**config.mk**
```make
export PLATFORM = sky130hd
export DESIGN_NAME = knight_tour_top
export DESIGN_NICKNAME = d
export VERILOG_FILES = /design/src/common/knight_pkg.sv /design/src/logic/knight_tour_top.sv /design/src/tour_cmd/tour_cmd.sv /design/src/tour_logic/tour_logic.sv
export SDC_FILE = /design/constraint.sdc
export NUM_CORES = 1
export LEC_CHECK = 0
export ABC_AREA = 1
export ABC_CLOCK_PERIOD_IN_PS = 6700
export CAP_MARGIN = 20
export CORE_MARGIN = 2
export CORE_UTILIZATION = 40
export DETAILED_ROUTE_END_ITERATION = 12
export DONT_BUFFER_PORTS = 1
export SYNTH_ARGS = -nofsm -noshare
export SYNTH_HDL_FRONTEND = slang
export SYNTH_SLANG_ARGS = --single-unit
```
**constraint.sdc**
```tcl
create_clock -name clk -period 6.7 [get_ports clk]
set_input_delay 1.005 -clock clk [delete_from_list [all_inputs] [get_ports clk]]
set_output_delay 1.005 -clock clk [all_outputs]
set_load 0.005 [all_outputs]
```
**src/common/knight_pkg.sv**
```systemverilog
`default_nettype none

package knight_pkg;

  ////////////////////////////////////////////////////////////////////////////
  // Board geometry
  ////////////////////////////////////////////////////////////////////////////

  // The board is square. Every coordinate runs from 0 to BOARD_SIZE-1.
  localparam int BOARD_SIZE = 5;

  // A full tour visits 25 squares, which takes 24 moves after the start.
  localparam int TOUR_MOVES = 24;

  // Index of the final move stored by the solver.
  localparam int LAST_MOVE_IDX = 23;

  ////////////////////////////////////////////////////////////////////////////
  // Shared types
  ////////////////////////////////////////////////////////////////////////////

  // One board coordinate. Three bits leave room for the offset arithmetic,
  // which wraps modulo 8 when a move runs off the board.
  typedef logic [2:0] coord_t;

  // A knight move in one-hot form. The bit order also fixes the search order,
  // so the lowest set bit is always tried first.
  //   bit 0  (+1,+2)    bit 4  (-1,-2)
  //   bit 1  (-1,+2)    bit 5  (+1,-2)
  //   bit 2  (-2,+1)    bit 6  (+2,-1)
  //   bit 3  (-2,-1)    bit 7  (+2,+1)
  typedef logic [7:0] move_t;

  // Position of a move within the tour, 0 through 23.
  typedef logic [4:0] move_idx_t;

  // Direction of one straight leg of robot travel.
  typedef enum logic [1:0] {
    HEAD_NORTH = 2'd0,  // Toward larger y.
    HEAD_EAST  = 2'd1,  // Toward larger x.
    HEAD_SOUTH = 2'd2,  // Toward smaller y.
    HEAD_WEST  = 2'd3   // Toward smaller x.
  } heading_t;

  // Length of a leg in squares. Only 1 and 2 ever appear.
  typedef logic [1:0] squares_t;

endpackage : knight_pkg

`default_nettype wire
```
**src/logic/knight_tour_top.sv**
```systemverilog
`timescale 1ns/1ps
`default_nettype none

module knight_tour_top
  import knight_pkg::*;
(
  input  logic     clk,
  input  logic     rst_n,
  input  logic     go,             // Start strobe, ignored while busy.
  input  coord_t   x_start,
  input  coord_t   y_start,
  output logic     busy,
  output logic     cmd_strobe,     // One leg per strobe, no back-pressure.
  output heading_t cmd_heading,
  output squares_t cmd_squares,
  output logic     tour_complete
);

  logic      solve_go;    // Filtered start into the solver.
  logic      solve_done;  // Solver finished strobe.
  move_idx_t rd_indx;     // Replay read address.
  move_t     rd_move;     // Move returned for rd_indx.

  // Solver. It holds the tour until the next accepted go.
  tour_logic tour_logic_inst (
    .clk     (clk),
    .rst_n   (rst_n),
    .go      (solve_go),
    .x_start (x_start),
    .y_start (y_start),
    .indx    (rd_indx),
    .done    (solve_done),
    .move    (rd_move)
  );

  // Replayer. It also owns busy and the start-square filter.
  tour_cmd tour_cmd_inst (
    .clk           (clk),
    .rst_n         (rst_n),
    .go_req        (go),
    .x_start       (x_start),
    .y_start       (y_start),
    .done          (solve_done),
    .move          (rd_move),
    .go            (solve_go),
    .indx          (rd_indx),
    .busy          (busy),
    .cmd_strobe    (cmd_strobe),
    .cmd_heading   (cmd_heading),
    .cmd_squares   (cmd_squares),
    .tour_complete (tour_complete)
  );

endmodule : knight_tour_top

`default_nettype wire

```
**src/tour_cmd/tour_cmd.sv**
```systemverilog
`timescale 1ns/1ps
`default_nettype none

module tour_cmd
  import knight_pkg::*;
(
  input  logic      clk,
  input  logic      rst_n,
  input  logic      go_req,         // Start request from outside.
  input  coord_t    x_start,        // Checked here before go is forwarded.
  input  coord_t    y_start,
  input  logic      done,           // Solver has the full tour stored.
  input  move_t     move,           // Stored move at indx.
  output logic      go,             // Forwarded start for the solver.
  output move_idx_t indx,
  output logic      busy,
  output logic      cmd_strobe,
  output heading_t  cmd_heading,
  output squares_t  cmd_squares,
  output logic      tour_complete
);

  // SOLVE waits on the solver. LONG and SHORT alternate once per move.
  typedef enum logic [1:0] {CMD_IDLE, CMD_SOLVE, CMD_LONG, CMD_SHORT} cmd_state_t;

  cmd_state_t state, nxt_state;

  logic     start_legal;    // Start square can begin a tour.
  logic     last_leg;       // Short leg of move 23 is on the outputs.
  heading_t long_heading;   // Heading of the two-square axis.
  heading_t short_heading;  // Heading of the one-square axis.

  ////////////////////////////////////////////////////////////////////////////
  // Start acceptance
  ////////////////////////////////////////////////////////////////////////////

  // A 5x5 tour only exists from squares where x+y is even.
  assign start_legal = (x_start < coord_t'(BOARD_SIZE)) &&
                       (y_start < coord_t'(BOARD_SIZE)) &&
                       (x_start[0] == y_start[0]);

  assign go       = go_req && !busy && start_legal;  // Dropped while a run is active.
  assign busy     = (state != CMD_IDLE);
  assign last_leg = (state == CMD_SHORT) && (indx == move_idx_t'(LAST_MOVE_IDX));

  ////////////////////////////////////////////////////////////////////////////
  // Replay FSM
  ////////////////////////////////////////////////////////////////////////////

  always_ff @(posedge clk or negedge rst_n)
    if (!rst_n)
      state <= CMD_IDLE;
    else
      state <= nxt_state;

  always_comb begin
    nxt_state = state;
    case (state)
      CMD_IDLE:  if (go) nxt_state = CMD_SOLVE;
      CMD_SOLVE: if (done) nxt_state = CMD_LONG;
      CMD_LONG:  nxt_state = CMD_SHORT;              // Every move has two legs.
      default:   nxt_state = last_leg ? CMD_IDLE : CMD_LONG;
    endcase
  end

  // The index is zeroed with done and steps after each short leg.
  always_ff @(posedge clk or negedge rst_n)
    if (!rst_n)
      indx <= '0;
    else if ((state == CMD_SOLVE) && done)
      indx <= '0;
    else if ((state == CMD_SHORT) && !last_leg)
      indx <= indx + 1'b1;

  // Pulses as the machine drops back to idle, together with busy.
  always_ff @(posedge clk or negedge rst_n)
    if (!rst_n)
      tour_complete <= 1'b0;
    else
      tour_complete <= last_leg;

  ////////////////////////////////////////////////////////////////////////////
  // Leg decode
  ////////////////////////////////////////////////////////////////////////////

  always_comb begin
    case (move)
      8'h01:   begin long_heading = HEAD_NORTH; short_heading = HEAD_EAST;  end  // (+1,+2)
      8'h02:   begin long_heading = HEAD_NORTH; short_heading = HEAD_WEST;  end  // (-1,+2)
      8'h04:   begin long_heading = HEAD_WEST;  short_heading = HEAD_NORTH; end  // (-2,+1)
      8'h08:   begin long_heading = HEAD_WEST;  short_heading = HEAD_SOUTH; end  // (-2,-1)
      8'h10:   begin long_heading = HEAD_SOUTH; short_heading = HEAD_WEST;  end  // (-1,-2)
      8'h20:   begin long_heading = HEAD_SOUTH; short_heading = HEAD_EAST;  end  // (+1,-2)
      8'h40:   begin long_heading = HEAD_EAST;  short_heading = HEAD_SOUTH; end  // (+2,-1)
      8'h80:   begin long_heading = HEAD_EAST;  short_heading = HEAD_NORTH; end  // (+2,+1)
      default: begin long_heading = HEAD_NORTH; short_heading = HEAD_NORTH; end
    endcase
  end

  assign cmd_strobe  = (state == CMD_LONG) || (state == CMD_SHORT);
  assign cmd_heading = (state == CMD_SHORT) ? short_heading : long_heading;
  assign cmd_squares = (state == CMD_SHORT) ? squares_t'(1) : squares_t'(2);

endmodule : tour_cmd

`default_nettype wire

```
**src/tour_logic/tour_logic.sv**
```systemverilog
`timescale 1ns/1ps
`default_nettype none

module tour_logic
  import knight_pkg::*;
(
  input  logic      clk,
  input  logic      rst_n,
  input  logic      go,        // Start a search. Only legal squares arrive here.
  input  coord_t    x_start,
  input  coord_t    y_start,
  input  move_idx_t indx,      // Read address into the stored tour.
  output logic      done,      // One cycle when the 24th move is placed.
  output move_t     move       // Stored move at indx.
);

  // The search walks forward until it is stuck, then unwinds to the most
  // recent square that still has untried moves.
  typedef enum logic [2:0] {IDLE, INIT, POSSIBLE, MAKE_MOVE, BACKUP} state_t;

  state_t state, nxt_state;

  logic [BOARD_SIZE-1:0] board [BOARD_SIZE];  // Visited flags, indexed [x][y].
  move_t     last_move  [TOUR_MOVES];         // Move taken out of each step.
  move_t     poss_moves [TOUR_MOVES];         // In-bounds moves from each step.
  move_t     move_try;                        // Candidate under test.
  move_idx_t move_num;                        // Depth of the current square.
  move_idx_t prev_num;                        // Depth one step back.
  coord_t    xx, yy;                          // Knight position.
  coord_t    start_x, start_y;                // Start square held from go.
  coord_t    nxt_xx_inc, nxt_yy_inc;          // Landing square of move_try.
  coord_t    nxt_xx_dec, nxt_yy_dec;          // Square we came from.

  logic move_poss;       // Candidate lands on the board on a fresh square.
  logic have_move;       // Candidate is not yet the last bit.
  logic prev_have_move;  // Square we backed into still has untried moves.
  logic tour_done;       // The move about to be placed is the final one.

  logic zero, init, calc, update_position, next_move, backup;  // FSM controls.

  ////////////////////////////////////////////////////////////////////////////
  // Move geometry
  ////////////////////////////////////////////////////////////////////////////

  // Moves that stay on the board, as the AND of an x mask and a y mask.
  function automatic move_t calc_poss(input coord_t xpos, input coord_t ypos);
    move_t x_ok;
    move_t y_ok;
    case (xpos)
      3'd0:    x_ok = 8'b1110_0001;  // Nothing with a negative x step.
      3'd1:    x_ok = 8'b1111_0011;  // No -2 steps in x.
      3'd2:    x_ok = 8'b1111_1111;
      3'd3:    x_ok = 8'b0011_1111;  // No +2 steps in x.
      3'd4:    x_ok = 8'b0001_1110;  // Nothing with a positive x step.
      default: x_ok = '0;
    endcase
    case (ypos)
      3'd0:    y_ok = 8'b1000_0111;
      3'd1:    y_ok = 8'b1100_1111;
      3'd2:    y_ok = 8'b1111_1111;
      3'd3:    y_ok = 8'b1111_1100;
      3'd4:    y_ok = 8'b0111_1000;
      default: y_ok = '0;
    endcase
    return x_ok & y_ok;
  endfunction

  // X step of a move in three-bit two's complement.
  function automatic coord_t off_x(input move_t m);
    case (m)
      8'h01, 8'h20: off_x = 3'd1;  // +1
      8'h02, 8'h10: off_x = 3'd7;  // -1
      8'h04, 8'h08: off_x = 3'd6;  // -2
      8'h40, 8'h80: off_x = 3'd2;  // +2
      default:      off_x = 3'd0;
    endcase
  endfunction

  // Y step of a move in three-bit two's complement.
  function automatic coord_t off_y(input move_t m);
    case (m)
      8'h04, 8'h80: off_y = 3'd1;  // +1
      8'h08, 8'h40: off_y = 3'd7;  // -1
      8'h10, 8'h20: off_y = 3'd6;  // -2
      8'h01, 8'h02: off_y = 3'd2;  // +2
      default:      off_y = 3'd0;
    endcase
  endfunction

  ////////////////////////////////////////////////////////////////////////////
  // Datapath
  ////////////////////////////////////////////////////////////////////////////

  assign prev_num   = move_num - 1'b1;
  assign nxt_xx_inc = xx + off_x(move_try);             // Forward landing x.
  assign nxt_yy_inc = yy + off_y(move_try);             // Forward landing y.
  assign nxt_xx_dec = xx - off_x(last_move[prev_num]);  // Undo the last step.
  assign nxt_yy_dec = yy - off_y(last_move[prev_num]);

  // The start square is captured with the go strobe itself.
  always_ff @(posedge clk)
    if (zero) begin
      start_x <= x_start;
      start_y <= y_start;
    end

  // Visited map. Backing up frees the square being left.
  always_ff @(posedge clk)
    if (zero)
      board <= '{default: '0};
    else if (init)
      board[start_x][start_y] <= 1'b1;
    else if (update_position)
      board[nxt_xx_inc][nxt_yy_inc] <= 1'b1;
    else if (backup)
      board[xx][yy] <= 1'b0;

  always_ff @(posedge clk)
    if (init) begin
      xx <= start_x;
      yy <= start_y;
    end else if (update_position) begin
      xx <= nxt_xx_inc;
      yy <= nxt_yy_inc;
    end else if (backup) begin
      xx <= nxt_xx_dec;
      yy <= nxt_yy_dec;
    end

  // On backup the search resumes one bit past the move that failed.
  always_ff @(posedge clk)
    if (calc)
      move_try <= 8'h01;
    else if (next_move)
      move_try <= {move_try[6:0], 1'b0};
    else if (backup)
      move_try <= {last_move[prev_num][6:0], 1'b0};

  always_ff @(posedge clk or negedge rst_n)
    if (!rst_n)
      move_num <= '0;
    else if (zero)
      move_num <= '0;
    else if (update_position)
      move_num <= move_num + 1'b1;
    else if (backup)
      move_num <= prev_num;

  always_ff @(posedge clk)
    if (calc)
      poss_moves[move_num] <= calc_poss(xx, yy);

  // Only moves actually taken are recorded, so the array ends as the tour.
  always_ff @(posedge clk)
    if (update_position)
      last_move[move_num] <= move_try;

  assign have_move      = (move_try != 8'h80);
  assign prev_have_move = (last_move[move_num] != 8'h80);
  assign move_poss      = (|(poss_moves[move_num] & move_try)) &&
                          !board[nxt_xx_inc][nxt_yy_inc];
  assign tour_done      = (move_num == move_idx_t'(LAST_MOVE_IDX));
  assign move           = last_move[indx];  // Read port for the replayer.

  ////////////////////////////////////////////////////////////////////////////
  // Search FSM
  ////////////////////////////////////////////////////////////////////////////

  always_ff @(posedge clk or negedge rst_n)
    if (!rst_n)
      state <= IDLE;
    else
      state <= nxt_state;

  always_comb begin
    nxt_state       = state;
    zero            = 1'b0;
    init            = 1'b0;
    calc            = 1'b0;
    update_position = 1'b0;
    next_move       = 1'b0;
    backup          = 1'b0;
    done            = 1'b0;
    case (state)
      INIT: begin
        init      = 1'b1;       // Mark the start square.
        nxt_state = POSSIBLE;
      end
      POSSIBLE: begin
        calc      = 1'b1;       // Latch the in-bounds mask for this depth.
        nxt_state = MAKE_MOVE;
      end
      MAKE_MOVE: begin
        if (move_poss) begin
          update_position = 1'b1;
          if (tour_done) begin
            done      = 1'b1;   // All 24 moves are stored now.
            nxt_state = IDLE;
          end else begin
            nxt_state = POSSIBLE;
          end
        end else if (have_move) begin
          next_move = 1'b1;     // Try the next bit at this depth.
        end else begin
          backup    = 1'b1;     // Every bit failed here.
          nxt_state = BACKUP;
        end
      end
      BACKUP: begin
        if (prev_have_move)
          nxt_state = MAKE_MOVE;
        else
          backup = 1'b1;        // That square was exhausted as well.
      end
      default: begin
        if (go) begin
          zero      = 1'b1;
          nxt_state = INIT;
        end
      end
    endcase
  end

endmodule : tour_logic

`default_nettype wire

```
==> impl_metrics.ini <==
[status]
status = completed

[floorplanning]
num_rows = 90
core_sq_mm = 0.0602
io_pins = 16
fp.dieArea_sq_mm = 0.0629
start_util = 0.405
die_x_um = 251
fp.dieH_um = 251

[worst_setup_path]
r2r-end = tour_logic_inst.last_move[1][0]$_DFFE_PP_
criticalPathCategory = flop to flop
r2r_start = tour_logic_inst.move_num[2]$_DFFE_PN0P_
endpoint = tour_logic_inst.last_move[1][0]$_DFFE_PP_
cp_cell_sequence = inv_1 -> buf_4 -> nor2_2 -> nand2_1 -> nand2_1 -> inv_1 -> nand2_1 -> nand2_1 -> nand2_1 -> nand2_1 -> nand2_1 -> nor2_1 -> nand2_1 -> nand4_4 -> nor2_1
cp.arrival_ns = 5.41
crit_buf_inv = 3
cp.depth = 15
reg2regPathDepth = 15
slowest_stage = nor2_1
startpoint_type = flop
rrSetupSlack_ns = 1.52
cp_common_cell = nand2_1
cp-startpoint = tour_logic_inst.move_num[2]$_DFFE_PN0P_
cp_slowest_stage_delay_ns = 0.98
critPathCaptureType = flop
cp_top_family = simple AND/OR/NAND/NOR gates
cp.required_ns = 6.93
worstPathMaxFanout = 31

[pwr]
leakage_nw = 10.3
seqPwrFrac = 0.435
irDropWorstVdd_mv = 0.179
combinationalPowerShare = 0.171
pwr_density_cell_mw_per_mm2 = 268
intPower_w = 0.00493
p_sw_frac = 0.305
switchingPower_w = 0.00217
power_frac_clock = 0.394

[timing]
relSlewSlack = 0.0224
tightest_slew_ns = 1.47
max_freq_mhz = 193
fin_skew_ns = 0.0280
rsz0062_at_grt = false
finalSetupTns_ns = 0
period_needed_ns = 5.18
setup_viol = 0
finalCritPeriodShare = 0.773
slew_viol_final = 0
hold_viol = 0

[cells_and_area]
final_cell_mix = nand2_1, edfxtp_1, o21ai_0
final_cells = 3637
drive_above_1_share = 0.0683
num_antenna_cells = 0
fin_nets = 2842
final_common_cell = nand2_1
syn_to_final_growth_pct = 8.63

[synth]
yosys_warnings = 0
synth_area_sq_mm = 0.0244
synth.avg_cell_area_sq_um = 8.42
synth_cells = 2895
synth-edff-count = 396
ys_ff_latch = 445
synthArstFlopShare = 0.0360
synth_fp_nets = 2922
synth_top_flop_cell = edfxtp_1
yosysUniqueCellTypes = 52
ys_seq_area_frac = 0.531

[clock_network]
cts.sinks = 445
cts_buffers = 49
postCtsSetupBuffers = 0
cts_hold_buf = 0
clkLatencyLatePin_ns = 0.63
ctsLongestPathBuffers = 3
ctsResizeCount = 0
path_clk_slew_ns = 0.07
cts-root-buf = clkbuf_16
h-tree-depth = 2
cts_tree = yes

[worst_hold_path]
hp-class = input port to async pin

[global_routing]
antenna_found_initial = 0
grt_max_degree = 267
grt_overflow = 0
track_usage = 0.235
grt_pass1_vias = 19246
grt_pass1_wl_mm = 115

[drt]
drt_iter0_markers = 2400
ant_nets = 0
drc_errors = 0
routed_wl_mm = 74.6
avgViaCountPerCell = 5.67
dr_total_vias = 20635
first_pass_iters = 5
wl_per_cell_um = 20.5

[place]
portBuffers = 0
place_congestion = 0.920
dpl.hpwl_mm = 48.0
placed_cells = 3546

[run]
cap_violations = 0
==> worst min path at each step <==
stage                                                      start                                      to  slack [ns]  depth (start not counted)
after floorplan           tour_logic_inst.board[19]$_SDFFE_PP0P_  tour_logic_inst.board[19]$_SDFFE_PP0P_        0.47                          2
after global placement    tour_logic_inst.board[16]$_SDFFE_PP0P_  tour_logic_inst.board[16]$_SDFFE_PP0P_        0.49                          2
after detailed placement  tour_logic_inst.board[19]$_SDFFE_PP0P_  tour_logic_inst.board[19]$_SDFFE_PP0P_        0.49                          2
after CTS                                                  rst_n       tour_cmd_inst.indx[3]$_DFFE_PN0P_        0.05                          0
after global routing                                       rst_n       tour_cmd_inst.indx[0]$_DFFE_PN0P_        0.05                          0
final                                                      rst_n       tour_cmd_inst.indx[0]$_DFFE_PN0P_        0.08                          0
==> state kept, by name, indices dropped and copies added, names as in the netlist <==
signal and cells:
tour_cmd_inst.indx 5, tour_cmd_inst.state 2, tour_cmd_inst.tour_complete 1, tour_logic_inst.board 25, tour_logic_inst.last_move 192, tour_logic_inst.move_num 5, tour_logic_inst.move_try 8, tour_logic_inst.poss_moves 192
tour_logic_inst.start_x 3, tour_logic_inst.start_y 3, tour_logic_inst.state 3, tour_logic_inst.xx 3, tour_logic_inst.yy 3
==> cell usage after synthesis, types with 10 or more instances <==
cell type	number	area, sq um
o211ai_1	25	188
o22ai_1	22	138
nand3_1	202	1010
o21ai_0	371	1860
nor2_1	333	1250
dfxtp_1	33	661
ha_1	14	175
a21oi_1	281	1410
edfxtp_1	396	11900
inv_1	259	972
nor3_1	30	150
buf_2	56	280
buf_6	13	146
clkbuf_1	66	248
a21oi_2	20	175
nor2_2	12	75.1
nand2_1	604	2270
buf_4	17	128
buf_1	10	37.5
nand4_1	17	106
o21ai_1	10	50.1
dfrtp_1	16	400
==> routing by layer <==
metal  GRT usage  part of all wire  vias to the layer above
met3      0.0367             0.079                      170
li1            -                 -                     9692
met5           0                 0                        -
met1       0.326              0.43                     9836
met4      0.0835             0.036                        0
met2       0.374              0.46                      937
==> logic make-up (layout without fill, tap and decap cells) <==
| logic type | after synthesis | count (layout) | synth area share |
|---|---|---|---|
| XOR/XNOR | 10 | 10 | 0.00390 |
| AND/OR/NAND/NOR | 1235 | 1235 | 0.213 |
| buffers and inverters | 437 | 397 | 0.0783 |
| AO/OA/AOI/OAI | 750 | 750 | 0.163 |
| adder cells (fa/ha/maj) | 18 | 18 | 0.0105 |
| flip-flops | 445 | 445 | 0.531 |
==> through the flow <==
step,area (sq um),setup slack [ns],hold slack [ns],total power (W),utilization
floorplan,24400,2.53,0.469,0.00392,-
global placement,24800,1.64,0.489,0.00432,0.412
detailed placement,24800,1.66,0.492,0.00433,0.412
CTS,26500,1.63,0.0466,0.00711,0.440
global route,26500,1.14,0.0529,0.00737,0.440
finish,26500,1.52,0.0764,0.00710,0.440
==> worst reg2reg max path: stages (launching register included) <==
cell	delay, ns
dfrtp_1	0.85
inv_1	0.51
buf_4	0.36
nor2_2	0.57
nand2_1	0.12
nand2_1	0.09
inv_1	0.07
nand2_1	0.08
nand2_1	0.06
nand2_1	0.14
nand2_1	0.06
nand2_1	0.08
nor2_1	0.04
nand2_1	0.19
nand4_4	0.57
nor2_1	1.01
==> final cells by class <==
cell class              count  area, sq um
clock buffers              51         1230
clock inverters            40          433
fillers                  5793        33800
inverters                 272         1030
multi-input cells        2013         9550
flip-flops and latches    445        13000
well taps                 782          978
repair buffers             34          288
==> power by group through the flow <==
stage,logic (W),registers [W],clock network [W]
6_report,0.00122,0.00309,0.00279
4_1_cts,0.00120,0.00308,0.00283
5_1_grt,0.00133,0.00309,0.00295
3_3_place_gp,0.00118,0.00314,0
3_5_place_dp,0.00119,0.00314,0
2_1_floorplan,0.000842,0.00307,0
No activity file was read; power rests on OpenSTA's default activity.
